==> src/hw/rb_config.svh <==
`ifndef RB_CONFIG_SVH
`define RB_CONFIG_SVH

// width of one element in bits.
`define RB_ELEM_W 16

// elements carried by one upstream block.
`define RB_N_ELEMS 4

// blocks held in storage. This must be a power of two.
`define RB_N_BLOCKS 4

// times each element is presented before the read moves on.
`define RB_ELEM_READS 2

// width of the block count of one pass.
`define RB_CNT_W 8

`endif

==> src/hw/rb_pkg.sv <==
`include "rb_config.svh"

package rb_pkg;

    typedef logic [`RB_ELEM_W-1:0]                elem_t;
    typedef logic [`RB_N_ELEMS*`RB_ELEM_W-1:0]    block_t;   // element 0 in the low bits.
    typedef logic [$clog2(`RB_N_BLOCKS)-1:0]      blk_ptr_t;
    typedef logic [$clog2(`RB_N_ELEMS)-1:0]       elem_ptr_t;
    typedef logic [`RB_CNT_W-1:0]                 blk_cnt_t;
    typedef logic [$clog2(`RB_ELEM_READS)-1:0]    rpt_cnt_t;

    // controller states, by how much unread data the store holds.
    typedef enum logic [1:0] {
        EMPTY,
        MIDDLE,
        FULL,
        BOUNCE
    } state_e;

    typedef enum logic {
        FORWARD,
        BACKWARD
    } dir_e;

endpackage

==> src/hw/rb_block_ptrs.sv <==
`timescale 1ns/1ps
`include "rb_config.svh"

module rb_block_ptrs (
    input  logic               clk_i,
    input  logic               rst_ni,
    input  logic               clear_i,
    input  logic               wr_en_i,
    input  logic               rd_step_i,
    input  rb_pkg::dir_e       dir_i,
    input  logic               pass_restart_i,
    input  rb_pkg::blk_cnt_t   num_blocks_i,
    output rb_pkg::blk_ptr_t   wr_ptr_o,
    output rb_pkg::blk_ptr_t   rd_ptr_o,
    output logic               full_next_o,
    output logic               empty_next_o,
    output logic               write_done_o,
    output logic               reuse_all_o,
    output logic               ptrs_meet_o
);

    localparam int unsigned PtrW = $clog2(`RB_N_BLOCKS);

    rb_pkg::blk_ptr_t wr_ptr_q, rd_ptr_q, wr_next, rd_next, last_blk_ptr;
    rb_pkg::blk_cnt_t pass_cnt_q, rounds_read, rounds_total, round_last;
    logic             fwd, last_round;

    assign fwd = (dir_i == rb_pkg::FORWARD);

    // the depth is a power of two, so the pointers wrap by overflow.
    assign wr_next = fwd ? wr_ptr_q + rb_pkg::blk_ptr_t'(1) : wr_ptr_q - rb_pkg::blk_ptr_t'(1);
    assign rd_next = fwd ? rd_ptr_q + rb_pkg::blk_ptr_t'(1) : rd_ptr_q - rb_pkg::blk_ptr_t'(1);

    assign full_next_o  = (wr_next == rd_ptr_q);
    assign empty_next_o = (rd_next == wr_ptr_q);
    assign ptrs_meet_o  = (wr_ptr_q == rd_ptr_q);

    // storage rounds read so far against the rounds the pass needs.
    assign rounds_read  = pass_cnt_q >> PtrW;
    assign rounds_total = num_blocks_i >> PtrW;
    assign round_last   = rounds_total - rb_pkg::blk_cnt_t'(1);
    assign last_blk_ptr = num_blocks_i[PtrW-1:0];

    assign last_round = ((rounds_read == round_last) && (rd_ptr_q > last_blk_ptr))
                      || (rounds_read == rounds_total);

    assign write_done_o = last_round && (wr_ptr_q == (fwd ? last_blk_ptr : '0));
    assign reuse_all_o  = (rounds_read == '0);

    always_ff @(posedge clk_i or negedge rst_ni) begin
        if (!rst_ni) begin
            wr_ptr_q <= '0;
        end else if (clear_i) begin
            wr_ptr_q <= '0;
        end else if (pass_restart_i) begin
            if (reuse_all_o) begin
                wr_ptr_q <= fwd ? '0 : last_blk_ptr;   // the reverse pass ends where this began.
            end
        end else if (wr_en_i && !write_done_o) begin
            wr_ptr_q <= wr_next;
        end
    end

    always_ff @(posedge clk_i or negedge rst_ni) begin
        if (!rst_ni) begin
            rd_ptr_q   <= '0;
            pass_cnt_q <= '0;
        end else if (clear_i) begin
            rd_ptr_q   <= '0;
            pass_cnt_q <= '0;
        end else if (pass_restart_i) begin
            pass_cnt_q <= '0;
        end else if (rd_step_i) begin
            rd_ptr_q   <= rd_next;
            pass_cnt_q <= pass_cnt_q + rb_pkg::blk_cnt_t'(1);
        end
    end

    assign wr_ptr_o = wr_ptr_q;
    assign rd_ptr_o = rd_ptr_q;

    // a write into the last free slot leaves the controller unable to write next cycle.
    a_no_write_past_full : assert property (@(posedge clk_i) disable iff (!rst_ni || clear_i)
        (wr_en_i && full_next_o && !rd_step_i) |=> !wr_en_i);

endmodule

==> src/hw/rb_block_store.sv <==
`timescale 1ns/1ps
`include "rb_config.svh"

module rb_block_store (
    input  logic                clk_i,
    input  logic                rst_ni,
    input  logic                clear_i,
    input  logic                wr_en_i,
    input  rb_pkg::blk_ptr_t    wr_ptr_i,
    input  rb_pkg::block_t      block_i,
    input  rb_pkg::blk_ptr_t    rd_ptr_i,
    input  rb_pkg::elem_ptr_t   elem_ptr_i,
    output rb_pkg::elem_t       elem_o
);

    rb_pkg::block_t blocks_q [`RB_N_BLOCKS];
    rb_pkg::block_t rd_block;

    always_ff @(posedge clk_i or negedge rst_ni) begin
        if (!rst_ni) begin
            for (int i = 0; i < `RB_N_BLOCKS; i++) begin
                blocks_q[i] <= '0;
            end
        end else if (clear_i) begin
            for (int i = 0; i < `RB_N_BLOCKS; i++) begin
                blocks_q[i] <= '0;
            end
        end else if (wr_en_i) begin
            blocks_q[wr_ptr_i] <= block_i;
        end
    end

    // read side is combinational.
    assign rd_block = blocks_q[rd_ptr_i];
    assign elem_o   = rd_block[elem_ptr_i*`RB_ELEM_W +: `RB_ELEM_W];

endmodule

==> src/hw/rb_ctrl.sv <==
`timescale 1ns/1ps

module rb_ctrl (
    input  logic           clk_i,
    input  logic           rst_ni,
    input  logic           clear_i,
    input  logic           in_valid_i,
    input  logic           out_ready_i,
    input  logic           full_next_i,
    input  logic           empty_next_i,
    input  logic           write_done_i,
    input  logic           reuse_all_i,
    input  logic           block_end_i,
    input  logic           pass_end_i,
    output logic           in_ready_o,
    output logic           out_valid_o,
    output logic           in_bounce_o,
    output logic           wr_en_o,
    output logic           rd_step_o,
    output rb_pkg::dir_e   dir_o,
    output logic           pass_restart_o
);

    rb_pkg::state_e state_q, state_d;
    rb_pkg::dir_e   dir_q;
    logic           blk_read;

    assign blk_read = out_ready_i & block_end_i;   // last beat of a block leaves.

    // ************************************************************************
    // next state and handshake
    // ************************************************************************
    always_comb begin
        state_d        = state_q;
        in_ready_o     = 1'b0;
        out_valid_o    = 1'b0;
        wr_en_o        = 1'b0;
        rd_step_o      = 1'b0;
        pass_restart_o = 1'b0;

        case (state_q)
            rb_pkg::EMPTY: begin
                in_ready_o = 1'b1;
                wr_en_o    = in_valid_i;
                if (in_valid_i) begin
                    state_d = write_done_i ? rb_pkg::BOUNCE : rb_pkg::MIDDLE;
                end
            end
            rb_pkg::MIDDLE: begin
                in_ready_o  = 1'b1;
                out_valid_o = 1'b1;
                wr_en_o     = in_valid_i;
                rd_step_o   = blk_read;
                if (in_valid_i) begin
                    if (write_done_i) begin
                        state_d = rb_pkg::BOUNCE;
                    end else if (full_next_i && !blk_read) begin
                        state_d = rb_pkg::FULL;   // this write takes the last free slot.
                    end
                end else if (blk_read && empty_next_i) begin
                    state_d = rb_pkg::EMPTY;
                end
            end
            rb_pkg::FULL: begin
                out_valid_o = 1'b1;
                rd_step_o   = blk_read;
                if (blk_read) begin
                    state_d = rb_pkg::MIDDLE;
                end
            end
            rb_pkg::BOUNCE: begin
                out_valid_o = 1'b1;
                // the final beat of a pass turns around instead of stepping the block.
                if (out_ready_i && pass_end_i) begin
                    pass_restart_o = 1'b1;
                    state_d        = reuse_all_i ? rb_pkg::BOUNCE : rb_pkg::FULL;
                end else begin
                    rd_step_o = blk_read;
                end
            end
            default: begin
                state_d = rb_pkg::EMPTY;
            end
        endcase
    end

    always_ff @(posedge clk_i or negedge rst_ni) begin
        if (!rst_ni) begin
            state_q <= rb_pkg::EMPTY;
            dir_q   <= rb_pkg::FORWARD;
        end else if (clear_i) begin
            state_q <= rb_pkg::EMPTY;
            dir_q   <= rb_pkg::FORWARD;
        end else begin
            state_q <= state_d;
            if (pass_restart_o) begin
                dir_q <= (dir_q == rb_pkg::FORWARD) ? rb_pkg::BACKWARD : rb_pkg::FORWARD;
            end
        end
    end

    assign dir_o       = dir_q;
    assign in_bounce_o = (state_q == rb_pkg::BOUNCE);

    // the final block of a pass closes the input for the replay.
    a_no_ready_after_last_write : assert property (@(posedge clk_i) disable iff (!rst_ni)
        (wr_en_o && write_done_i && !clear_i) |=> !in_ready_o);

    // valid rises only after a block was written.
    a_no_valid_without_write : assert property (@(posedge clk_i) disable iff (!rst_ni)
        (!out_valid_o && !wr_en_o) |=> !out_valid_o);

endmodule

==> src/hw/rb_elem_seq.sv <==
`timescale 1ns/1ps
`include "rb_config.svh"

module rb_elem_seq (
    input  logic                clk_i,
    input  logic                rst_ni,
    input  logic                clear_i,
    input  logic                beat_i,
    input  rb_pkg::dir_e        dir_i,
    input  logic                ptrs_meet_i,
    input  logic                in_bounce_i,
    input  rb_pkg::elem_ptr_t   leftover_i,
    output rb_pkg::elem_ptr_t   elem_ptr_o,
    output logic                elem_step_done_o,
    output logic                block_end_o,
    output logic                pass_end_o,
    output logic                last_o
);

    localparam rb_pkg::elem_ptr_t ElemLast = rb_pkg::elem_ptr_t'(`RB_N_ELEMS - 1);
    localparam rb_pkg::rpt_cnt_t  RptLast  = rb_pkg::rpt_cnt_t'(`RB_ELEM_READS - 1);

    rb_pkg::elem_ptr_t elem_q, elem_next;
    rb_pkg::rpt_cnt_t  rpt_q;
    logic              fwd, at_edge;

    assign fwd     = (dir_i == rb_pkg::FORWARD);
    assign at_edge = fwd ? (elem_q == ElemLast) : (elem_q == '0);   // block boundary ahead.

    always_comb begin
        if (at_edge) begin
            elem_next = fwd ? '0 : ElemLast;
        end else begin
            elem_next = fwd ? elem_q + rb_pkg::elem_ptr_t'(1) : elem_q - rb_pkg::elem_ptr_t'(1);
        end
    end

    // the final element sits at leftover going forward and at zero going back.
    assign last_o = in_bounce_i && ptrs_meet_i && (elem_q == (fwd ? leftover_i : '0));

    assign elem_step_done_o = (rpt_q == RptLast);
    assign block_end_o      = elem_step_done_o && at_edge;
    assign pass_end_o       = elem_step_done_o && last_o;

    always_ff @(posedge clk_i or negedge rst_ni) begin
        if (!rst_ni) begin
            rpt_q  <= '0;
            elem_q <= '0;
        end else if (clear_i) begin
            rpt_q  <= '0;
            elem_q <= '0;
        end else if (beat_i) begin
            rpt_q <= elem_step_done_o ? '0 : rpt_q + rb_pkg::rpt_cnt_t'(1);
            if (elem_step_done_o && !pass_end_o) begin
                elem_q <= elem_next;   // holds at a pass end, the turn starts on it.
            end
        end
    end

    assign elem_ptr_o = elem_q;

endmodule

==> src/hw/reuse_buffer.sv <==
`timescale 1ns/1ps

module reuse_buffer (
    input  logic                clk_i,
    input  logic                rst_ni,
    input  logic                clear_i,
    input  rb_pkg::blk_cnt_t    num_blocks_i,
    input  rb_pkg::elem_ptr_t   leftover_i,
    input  logic                in_valid_i,
    output logic                in_ready_o,
    input  rb_pkg::block_t      in_block_i,
    output logic                out_valid_o,
    input  logic                out_ready_i,
    output rb_pkg::elem_t       out_elem_o,
    output logic                out_last_o
);

    // ************************************************************************
    // control and datapath wiring
    // ************************************************************************
    logic              wr_en, rd_step, pass_restart, in_bounce, beat;
    logic              full_next, empty_next, write_done, reuse_all, ptrs_meet;
    logic              block_end, pass_end;
    rb_pkg::dir_e      dir;
    rb_pkg::blk_ptr_t  wr_ptr, rd_ptr;
    rb_pkg::elem_ptr_t elem_ptr;

    assign beat = out_valid_o & out_ready_i;

    rb_ctrl i_ctrl (
        .clk_i          (clk_i),
        .rst_ni         (rst_ni),
        .clear_i        (clear_i),
        .in_valid_i     (in_valid_i),
        .out_ready_i    (out_ready_i),
        .full_next_i    (full_next),
        .empty_next_i   (empty_next),
        .write_done_i   (write_done),
        .reuse_all_i    (reuse_all),
        .block_end_i    (block_end),
        .pass_end_i     (pass_end),
        .in_ready_o     (in_ready_o),
        .out_valid_o    (out_valid_o),
        .in_bounce_o    (in_bounce),
        .wr_en_o        (wr_en),
        .rd_step_o      (rd_step),
        .dir_o          (dir),
        .pass_restart_o (pass_restart)
    );

    rb_block_ptrs i_block_ptrs (
        .clk_i          (clk_i),
        .rst_ni         (rst_ni),
        .clear_i        (clear_i),
        .wr_en_i        (wr_en),
        .rd_step_i      (rd_step),
        .dir_i          (dir),
        .pass_restart_i (pass_restart),
        .num_blocks_i   (num_blocks_i),
        .wr_ptr_o       (wr_ptr),
        .rd_ptr_o       (rd_ptr),
        .full_next_o    (full_next),
        .empty_next_o   (empty_next),
        .write_done_o   (write_done),
        .reuse_all_o    (reuse_all),
        .ptrs_meet_o    (ptrs_meet)
    );

    rb_elem_seq i_elem_seq (
        .clk_i            (clk_i),
        .rst_ni           (rst_ni),
        .clear_i          (clear_i),
        .beat_i           (beat),
        .dir_i            (dir),
        .ptrs_meet_i      (ptrs_meet),
        .in_bounce_i      (in_bounce),
        .leftover_i       (leftover_i),
        .elem_ptr_o       (elem_ptr),
        .elem_step_done_o (),
        .block_end_o      (block_end),
        .pass_end_o       (pass_end),
        .last_o           (out_last_o)
    );

    rb_block_store i_block_store (
        .clk_i      (clk_i),
        .rst_ni     (rst_ni),
        .clear_i    (clear_i),
        .wr_en_i    (wr_en),
        .wr_ptr_i   (wr_ptr),
        .block_i    (in_block_i),
        .rd_ptr_i   (rd_ptr),
        .elem_ptr_i (elem_ptr),
        .elem_o     (out_elem_o)
    );

endmodule
==> config.mk <==
export PLATFORM = sky130hd
export DESIGN_NAME = reuse_buffer
export DESIGN_NICKNAME = d
export VERILOG_FILES = /design/src/hw/rb_pkg.sv /design/src/hw/rb_block_ptrs.sv /design/src/hw/rb_block_store.sv /design/src/hw/rb_ctrl.sv /design/src/hw/rb_elem_seq.sv /design/src/hw/reuse_buffer.sv
export VERILOG_INCLUDE_DIRS = /design/src /design/src/hw
export SDC_FILE = /design/constraint.sdc
export NUM_CORES = 1
export LEC_CHECK = 0
export ABC_AREA = 1
export BUFFER_PORTS_ARGS = -buffer_cell sky130_fd_sc_hd__buf_2
export CORE_ASPECT_RATIO = 0.8
export CORE_MARGIN = 2
export CORE_UTILIZATION = 30
export DETAILED_ROUTE_END_ITERATION = 16
export GPL_ROUTABILITY_DRIVEN = 0
export GPL_TIMING_DRIVEN = 0
export HOLD_SLACK_MARGIN = 0.15
export PLACE_DENSITY = 0.43
export SLEW_MARGIN = 20
export SYNTH_ARGS = -nofsm -noshare
export SYNTH_HDL_FRONTEND = slang
export SYNTH_SLANG_ARGS = --single-unit
==> constraint.sdc <==
create_clock -name clk_i -period 6.8 [get_ports clk_i]
set_input_delay 1.36 -clock clk_i [delete_from_list [all_inputs] [get_ports clk_i]]
set_output_delay 1.36 -clock clk_i [all_outputs]
set_load 0.02 [all_outputs]
; Yosys cells after proc, flatten, opt, wreduce, memory -nomap -nowiden
; Cells that the tools add are included.
[word_totals]
register_bits = 274
inputBits = 79
output_inout_bits = 19
[classes]
n_addsub = 9
magnitude_cmp = 4
eq_ne = 18
shift = 1
mux = 54
bitwise_logic = 4
reduce_logical = 33
[ops]
columns = cell, n
row1 = $mux 256, 2
row2 = $bwmux 256, 1
row3 = $mux 64, 3
row4 = $bmux 64 s2, 1
row5 = $demux 64 s2, 1
row6 = $shiftx 64x7->16, 1
row7 = $mux 2, 27
row8 = $mux 8, 3
row9 = $mux 1, 14
row10 = $logic_and 1x1->1, 12
row11 = $eq 2x2->1, 5
row12 = $reduce_bool 2->1, 5
row13 = $ne 3x3->1 const B, 3
row14 = $add 8x1->8 const B, 1
row15 = $eq 6x8->1, 1
row16 = $logic_not 8->1, 1
row17 = $pmux 2 s4, 1
row18 = $sub 6x1->7 const B, 1
row19 = $add 2x1->2 const B, 3
row20 = $eq 2x2->1 const B, 3
row21 = $eq 6x6->1, 1
row22 = $ge 3x3->1 const B, 2
row23 = $not 2->3, 2
row24 = $reduce_and 2->1, 3
row25 = 18 further kinds, 26

; Depth between registers and ports, before layout
[logic_depth]
ltp_word = 11
ltp_mapped = 18
ltp_nobuf = 16

; Hierarchy
; From an unflattened synthesis, not the netlist that was laid out.
[hier_totals]
cells_unflattened = 1727
area_unflattened_um2 = 13701.9
[modules_own_cells]
columns = module, instances, cells_per_inst, area_per_inst_um2, seq_area_each_um2
row1 = rb_block_store, 1, 1453, 12022.8, 6406.1
row2 = rb_block_ptrs, 1, 179, 1074.8, 300.3
row3 = rb_ctrl, 1, 54, 352.8, 75.1
row4 = rb_elem_seq, 1, 39, 244.0, 75.1
row5 = reuse_buffer, 1, 2, 7.5, 0.0

; Worst setup path before layout
; OpenSTA, ideal clock, no wires.
[synth_path]
path_type = in2out
start = in leftover_i[1]
end = out out_last_o
arrival_time_ns = 1.955
t_required_ns = 5.440
slack_ns = 3.485
cell_stages = 5
path_buffers = 0
cell_sequence = inv_1 a21oi_1 nand2_2 a21oi_4 and2_2
[synth_between]
elab_chain_len = 3
[synth_rtl]
columns = item, line
row1 = "start, declared", reuse_buffer.sv:8  ; input rb_pkg::elem_ptr_t leftover_i,
row2 = $mux 2, rb_elem_seq.sv:39  ; assign last_o = in_bounce_i && ptrs_meet_i && (elem_q == (fwd ? leftover_i : '0));
row3 = $eq 2x2->1, rb_elem_seq.sv:39
row4 = $logic_and 1x1->1, rb_elem_seq.sv:39
row5 = "end, declared", reuse_buffer.sv:15  ; output logic out_last_o
; No other way between the ends.

; Worst setup path after layout
[layout_path]
start = reg i_block_ptrs.rd_ptr_q[0] (netlist: i_block_ptrs.rd_ptr_o[0])
end = out out_elem_o[0]
[layout_between]
elab_chain_len = 5
[layout_rtl]
columns = item, line
row1 = "start, declared", rb_block_ptrs.sv:24  ; rb_pkg::blk_ptr_t wr_ptr_q, rd_ptr_q, wr_next, rd_next, last_blk_ptr;
row2 = "start signal, assigned", rb_block_ptrs.sv:74  ; rd_ptr_q <= rd_next;
row3 = $not 2->3 (implied by the code), rb_block_store.sv:34  ; assign rd_block = blocks_q[rd_ptr_i];
row4 = $bmux 64 s2, rb_block_store.sv:34
row5 = $mux 64 (implied by the code) (2 in a row), rb_block_store.sv:34
row6 = $shiftx 64x7->16, rb_block_store.sv:35  ; assign elem_o = rd_block[elem_ptr_i*`RB_ELEM_W +: `RB_ELEM_W];
row7 = "end, declared", reuse_buffer.sv:14  ; output rb_pkg::elem_t out_elem_o,
; No other way between the ends. The select of a mux whose other input is x is not followed.

==> reports/metrics.csv <==
metric;value;unit
hold_viol_final;0;
p_per_area;315.3;nW/um2
antenna_left;0;
syn_area;13370;um2
die_area;46280;um2
synthesis.nets;1716;
drt-initial-drc-count;1007;
crit_start;i_block_ptrs.rd_ptr_o[0]$_DFFE_PN0P_;
r2r_cells;18;
drc;0;
hold_class;flip-flop to flip-flop;
mostFrequentLayoutCells;nand2_1, dfrtp_1, o21ai_0, inv_1, nand3_1;
clock_path_buffers;3;
p_leak;7.086;nW
finalCriticalPeriod;4.524;ns
worstSetupEndpointType;output port;
layout.nets;1852;
startpoint_type;flip-flop;
ys_seq_area_share;51.29;%
crit_buf_inv;5;
synthCells;1629;
drv_cap;0;
start_util;30.25;%
clk_pin_slew;0.06;ns
synth_area_leaders;dfrtp_1, o21ai_0, nand2_1;
antenna_cells;0;
cts_sinks;274;
coreArea;44200;um2
rsz0062_at_grt;no;
yosysTopAreaCell;dfrtp_1;
skew;0.01833;ns
critPathKind;flip-flop to output port;
cts_tree;done;
r2r-end;i_block_ptrs.wr_ptr_o[1]$_DFFE_PN0P_;
synthXorXnorAreaFrac;1.058;%
grt_pass1_wl;78390;um
vdd_drop_max;0.1516;mV
via_per_inst;5.247;
status;finished clean;
post-cts-setup-buffers;0;
ios;98;
r2r_slack;3.70;ns
grtUsageTotal;22.60;%
hold_buffers;0;
path_cells;buf_4 -> inv_2 -> clkbuf_1 -> clkbuf_1 -> o21ai_0 -> nand2_1 -> nand2_1 -> nand4_1 -> buf_2;
tightest_slew;1.035;ns
ys_warn_count;0;
max_freq;221.1;MHz
areaGrowthSynthToFinish;19.09;%
slowest_delay;0.67;ns
synth.distinct_cells;32;
grt_max_degree;81;
grt.overflow.total;0;
dp_hpwl;36490;um
die_height;192.8;um
syn_avg_cell_area;8.207;um2
cp_top_family;buffers and inverters;
cts_buffers;34;
wl_per_cell;21.74;um
dr.pass1.iters;5;
synth-compound-area-share;21.69;%
ys_ff_latch;274;
die_x;240.0;um
hold_end;i_block_store.blocks_q[36]$_DFFE_PN0P_;
max_slew_margin;31.03;%
root_buffer;clkbuf_16;
fin_cells;2392;
antenna_found_initial;0;
synth_top_family_by_area;compound AO/OA/AOI/OAI gates;
required;5.44;ns
worstSkewPairLatency;0.52;ns
finalSetupViolCount;0;
cts_repair_resize_count;0;
dp.cells;2332;
fin_crit_sh;66.53;%
num_vias;12550;
synth.area.mux_share;0;%
synth_top_area_share;51.29;%
synth_simple_gate_area_share;16.60;%
cpMaxStageDelayCell;clkbuf_1;
grt_pass1_vias;12210;
synthAdderAreaFrac;0.7487;%
drive_above_1_share;11.46;%
utilization;36.02;%
routed_wl;51990;um
worstPathMaxFanout;10;
r2r-start;i_block_ptrs.rd_ptr_o[0]$_DFFE_PN0P_;
arrival;3.16;ns
drv_slew;0;
fp-row-count;69;
holdPathStages;2;
htreeDepth;2;
hp-start;i_block_store.blocks_q[36]$_DFFE_PN0P_;
io_buffers;97;
[Yosys cell counts, drive strengths merged]
master	n
nand4	20
nor3	3
o21bai	1
o21ai	273
ha	8
o22ai	129
nor2	31
xnor2	4
buf	44
a211oi	1
nand2	284
a21oi	137
nand3	159
and2	1
clkbuf	81
dfrtp	274
inv	169
xor2	10
[metrics by stage]
step / power (mW) / hold slack (ns) / TNS [ns] / setup WS, ns / area, um2
3_5_place_dp: 3.058 / 0.4956 / 0 / 2.899 / 14700
2_1_floorplan: 2.575 / 0.4753 / 0 / 3.485 / 13370
5_1_grt: 5.254 / 0.5303 / 0 / 2.132 / 15920
6_report: 5.021 / 0.5077 / 0 / 2.276 / 15920
3_3_place_gp: 3.042 / 0.4893 / -355.85 / -1.339 / 14610
4_1_cts: 5.045 / 0.5110 / 0 / 2.325 / 15920
[state kept, by name (all words and copies together), names as in the netlist]
name                         flops
i_block_ptrs.pass_cnt_q          8
i_elem_seq.elem_step_done_o      1
i_block_store.blocks_q         256
i_block_ptrs.wr_ptr_o            2
i_elem_seq.elem_ptr_o            2
i_ctrl.dir_o                     1
i_ctrl.state_q                   2
i_block_ptrs.rd_ptr_o            2
[how the worst max path moves through the flow]
stage / slack [ns] / cells past startpoint / endpoint
final: 2.28 / 9 / out_elem_o[0]
after global routing: 2.13 / 9 / out_elem_o[1]
after CTS: 2.33 / 9 / out_elem_o[1]
after detailed placement: 2.90 / 9 / out_elem_o[1]
after global placement: -1.34 / 1 / i_block_store.blocks_q[152]$_DFFE_PN0P_
after floorplan: 3.48 / 5 / out_last_o
[worst reg2reg max path, delay by kind of cell, from the launching register on]
kind | cells | cell delay, ns
adder cells (fa/ha/maj) | 1 | 0.37
buffers and inverters | 5 | 1.32
flip-flops | 1 | 0.36
AND/OR/NAND/NOR | 12 | 1.00
[cell type report]
class	count	area, um2
clock inverter	9	151.4
multi-input combinational	1061	5361
inverter	169	636.9
fill	4737	28280
tap	603	754.5
buffer	125	514.2
timing repair buffer	100	578.1
sequential	274	6857
clock buffer	51	1069
[logic make-up (layout without fill, tap and decap cells)]
kind of cell | count (synthesis) | count (layout)
adder cells (fa/ha/maj) | 8 | 8
AND/OR/NAND/NOR | 498 | 498
XOR/XNOR | 14 | 14
AO/OA/AOI/OAI | 541 | 541
flip-flops | 274 | 274
buffers and inverters | 294 | 454
[power breakdown]
part	internal (mW)	switching, mW
registers	1.81	0.0809
clock network	1.24	0.736
logic	0.299	0.852
[layer usage]
layer  vias to the layer above  global-route usage, %  share of wire (%)
li1                       5817                      -                  -
met1                      6250                  34.01                 49
met2                       407                  32.95                 42
met3                        77                  3.490                6.0
met4                         0                  7.119                2.7
met5                         -                      0                  0
Note: power is estimated with default switching activity, not from simulation.
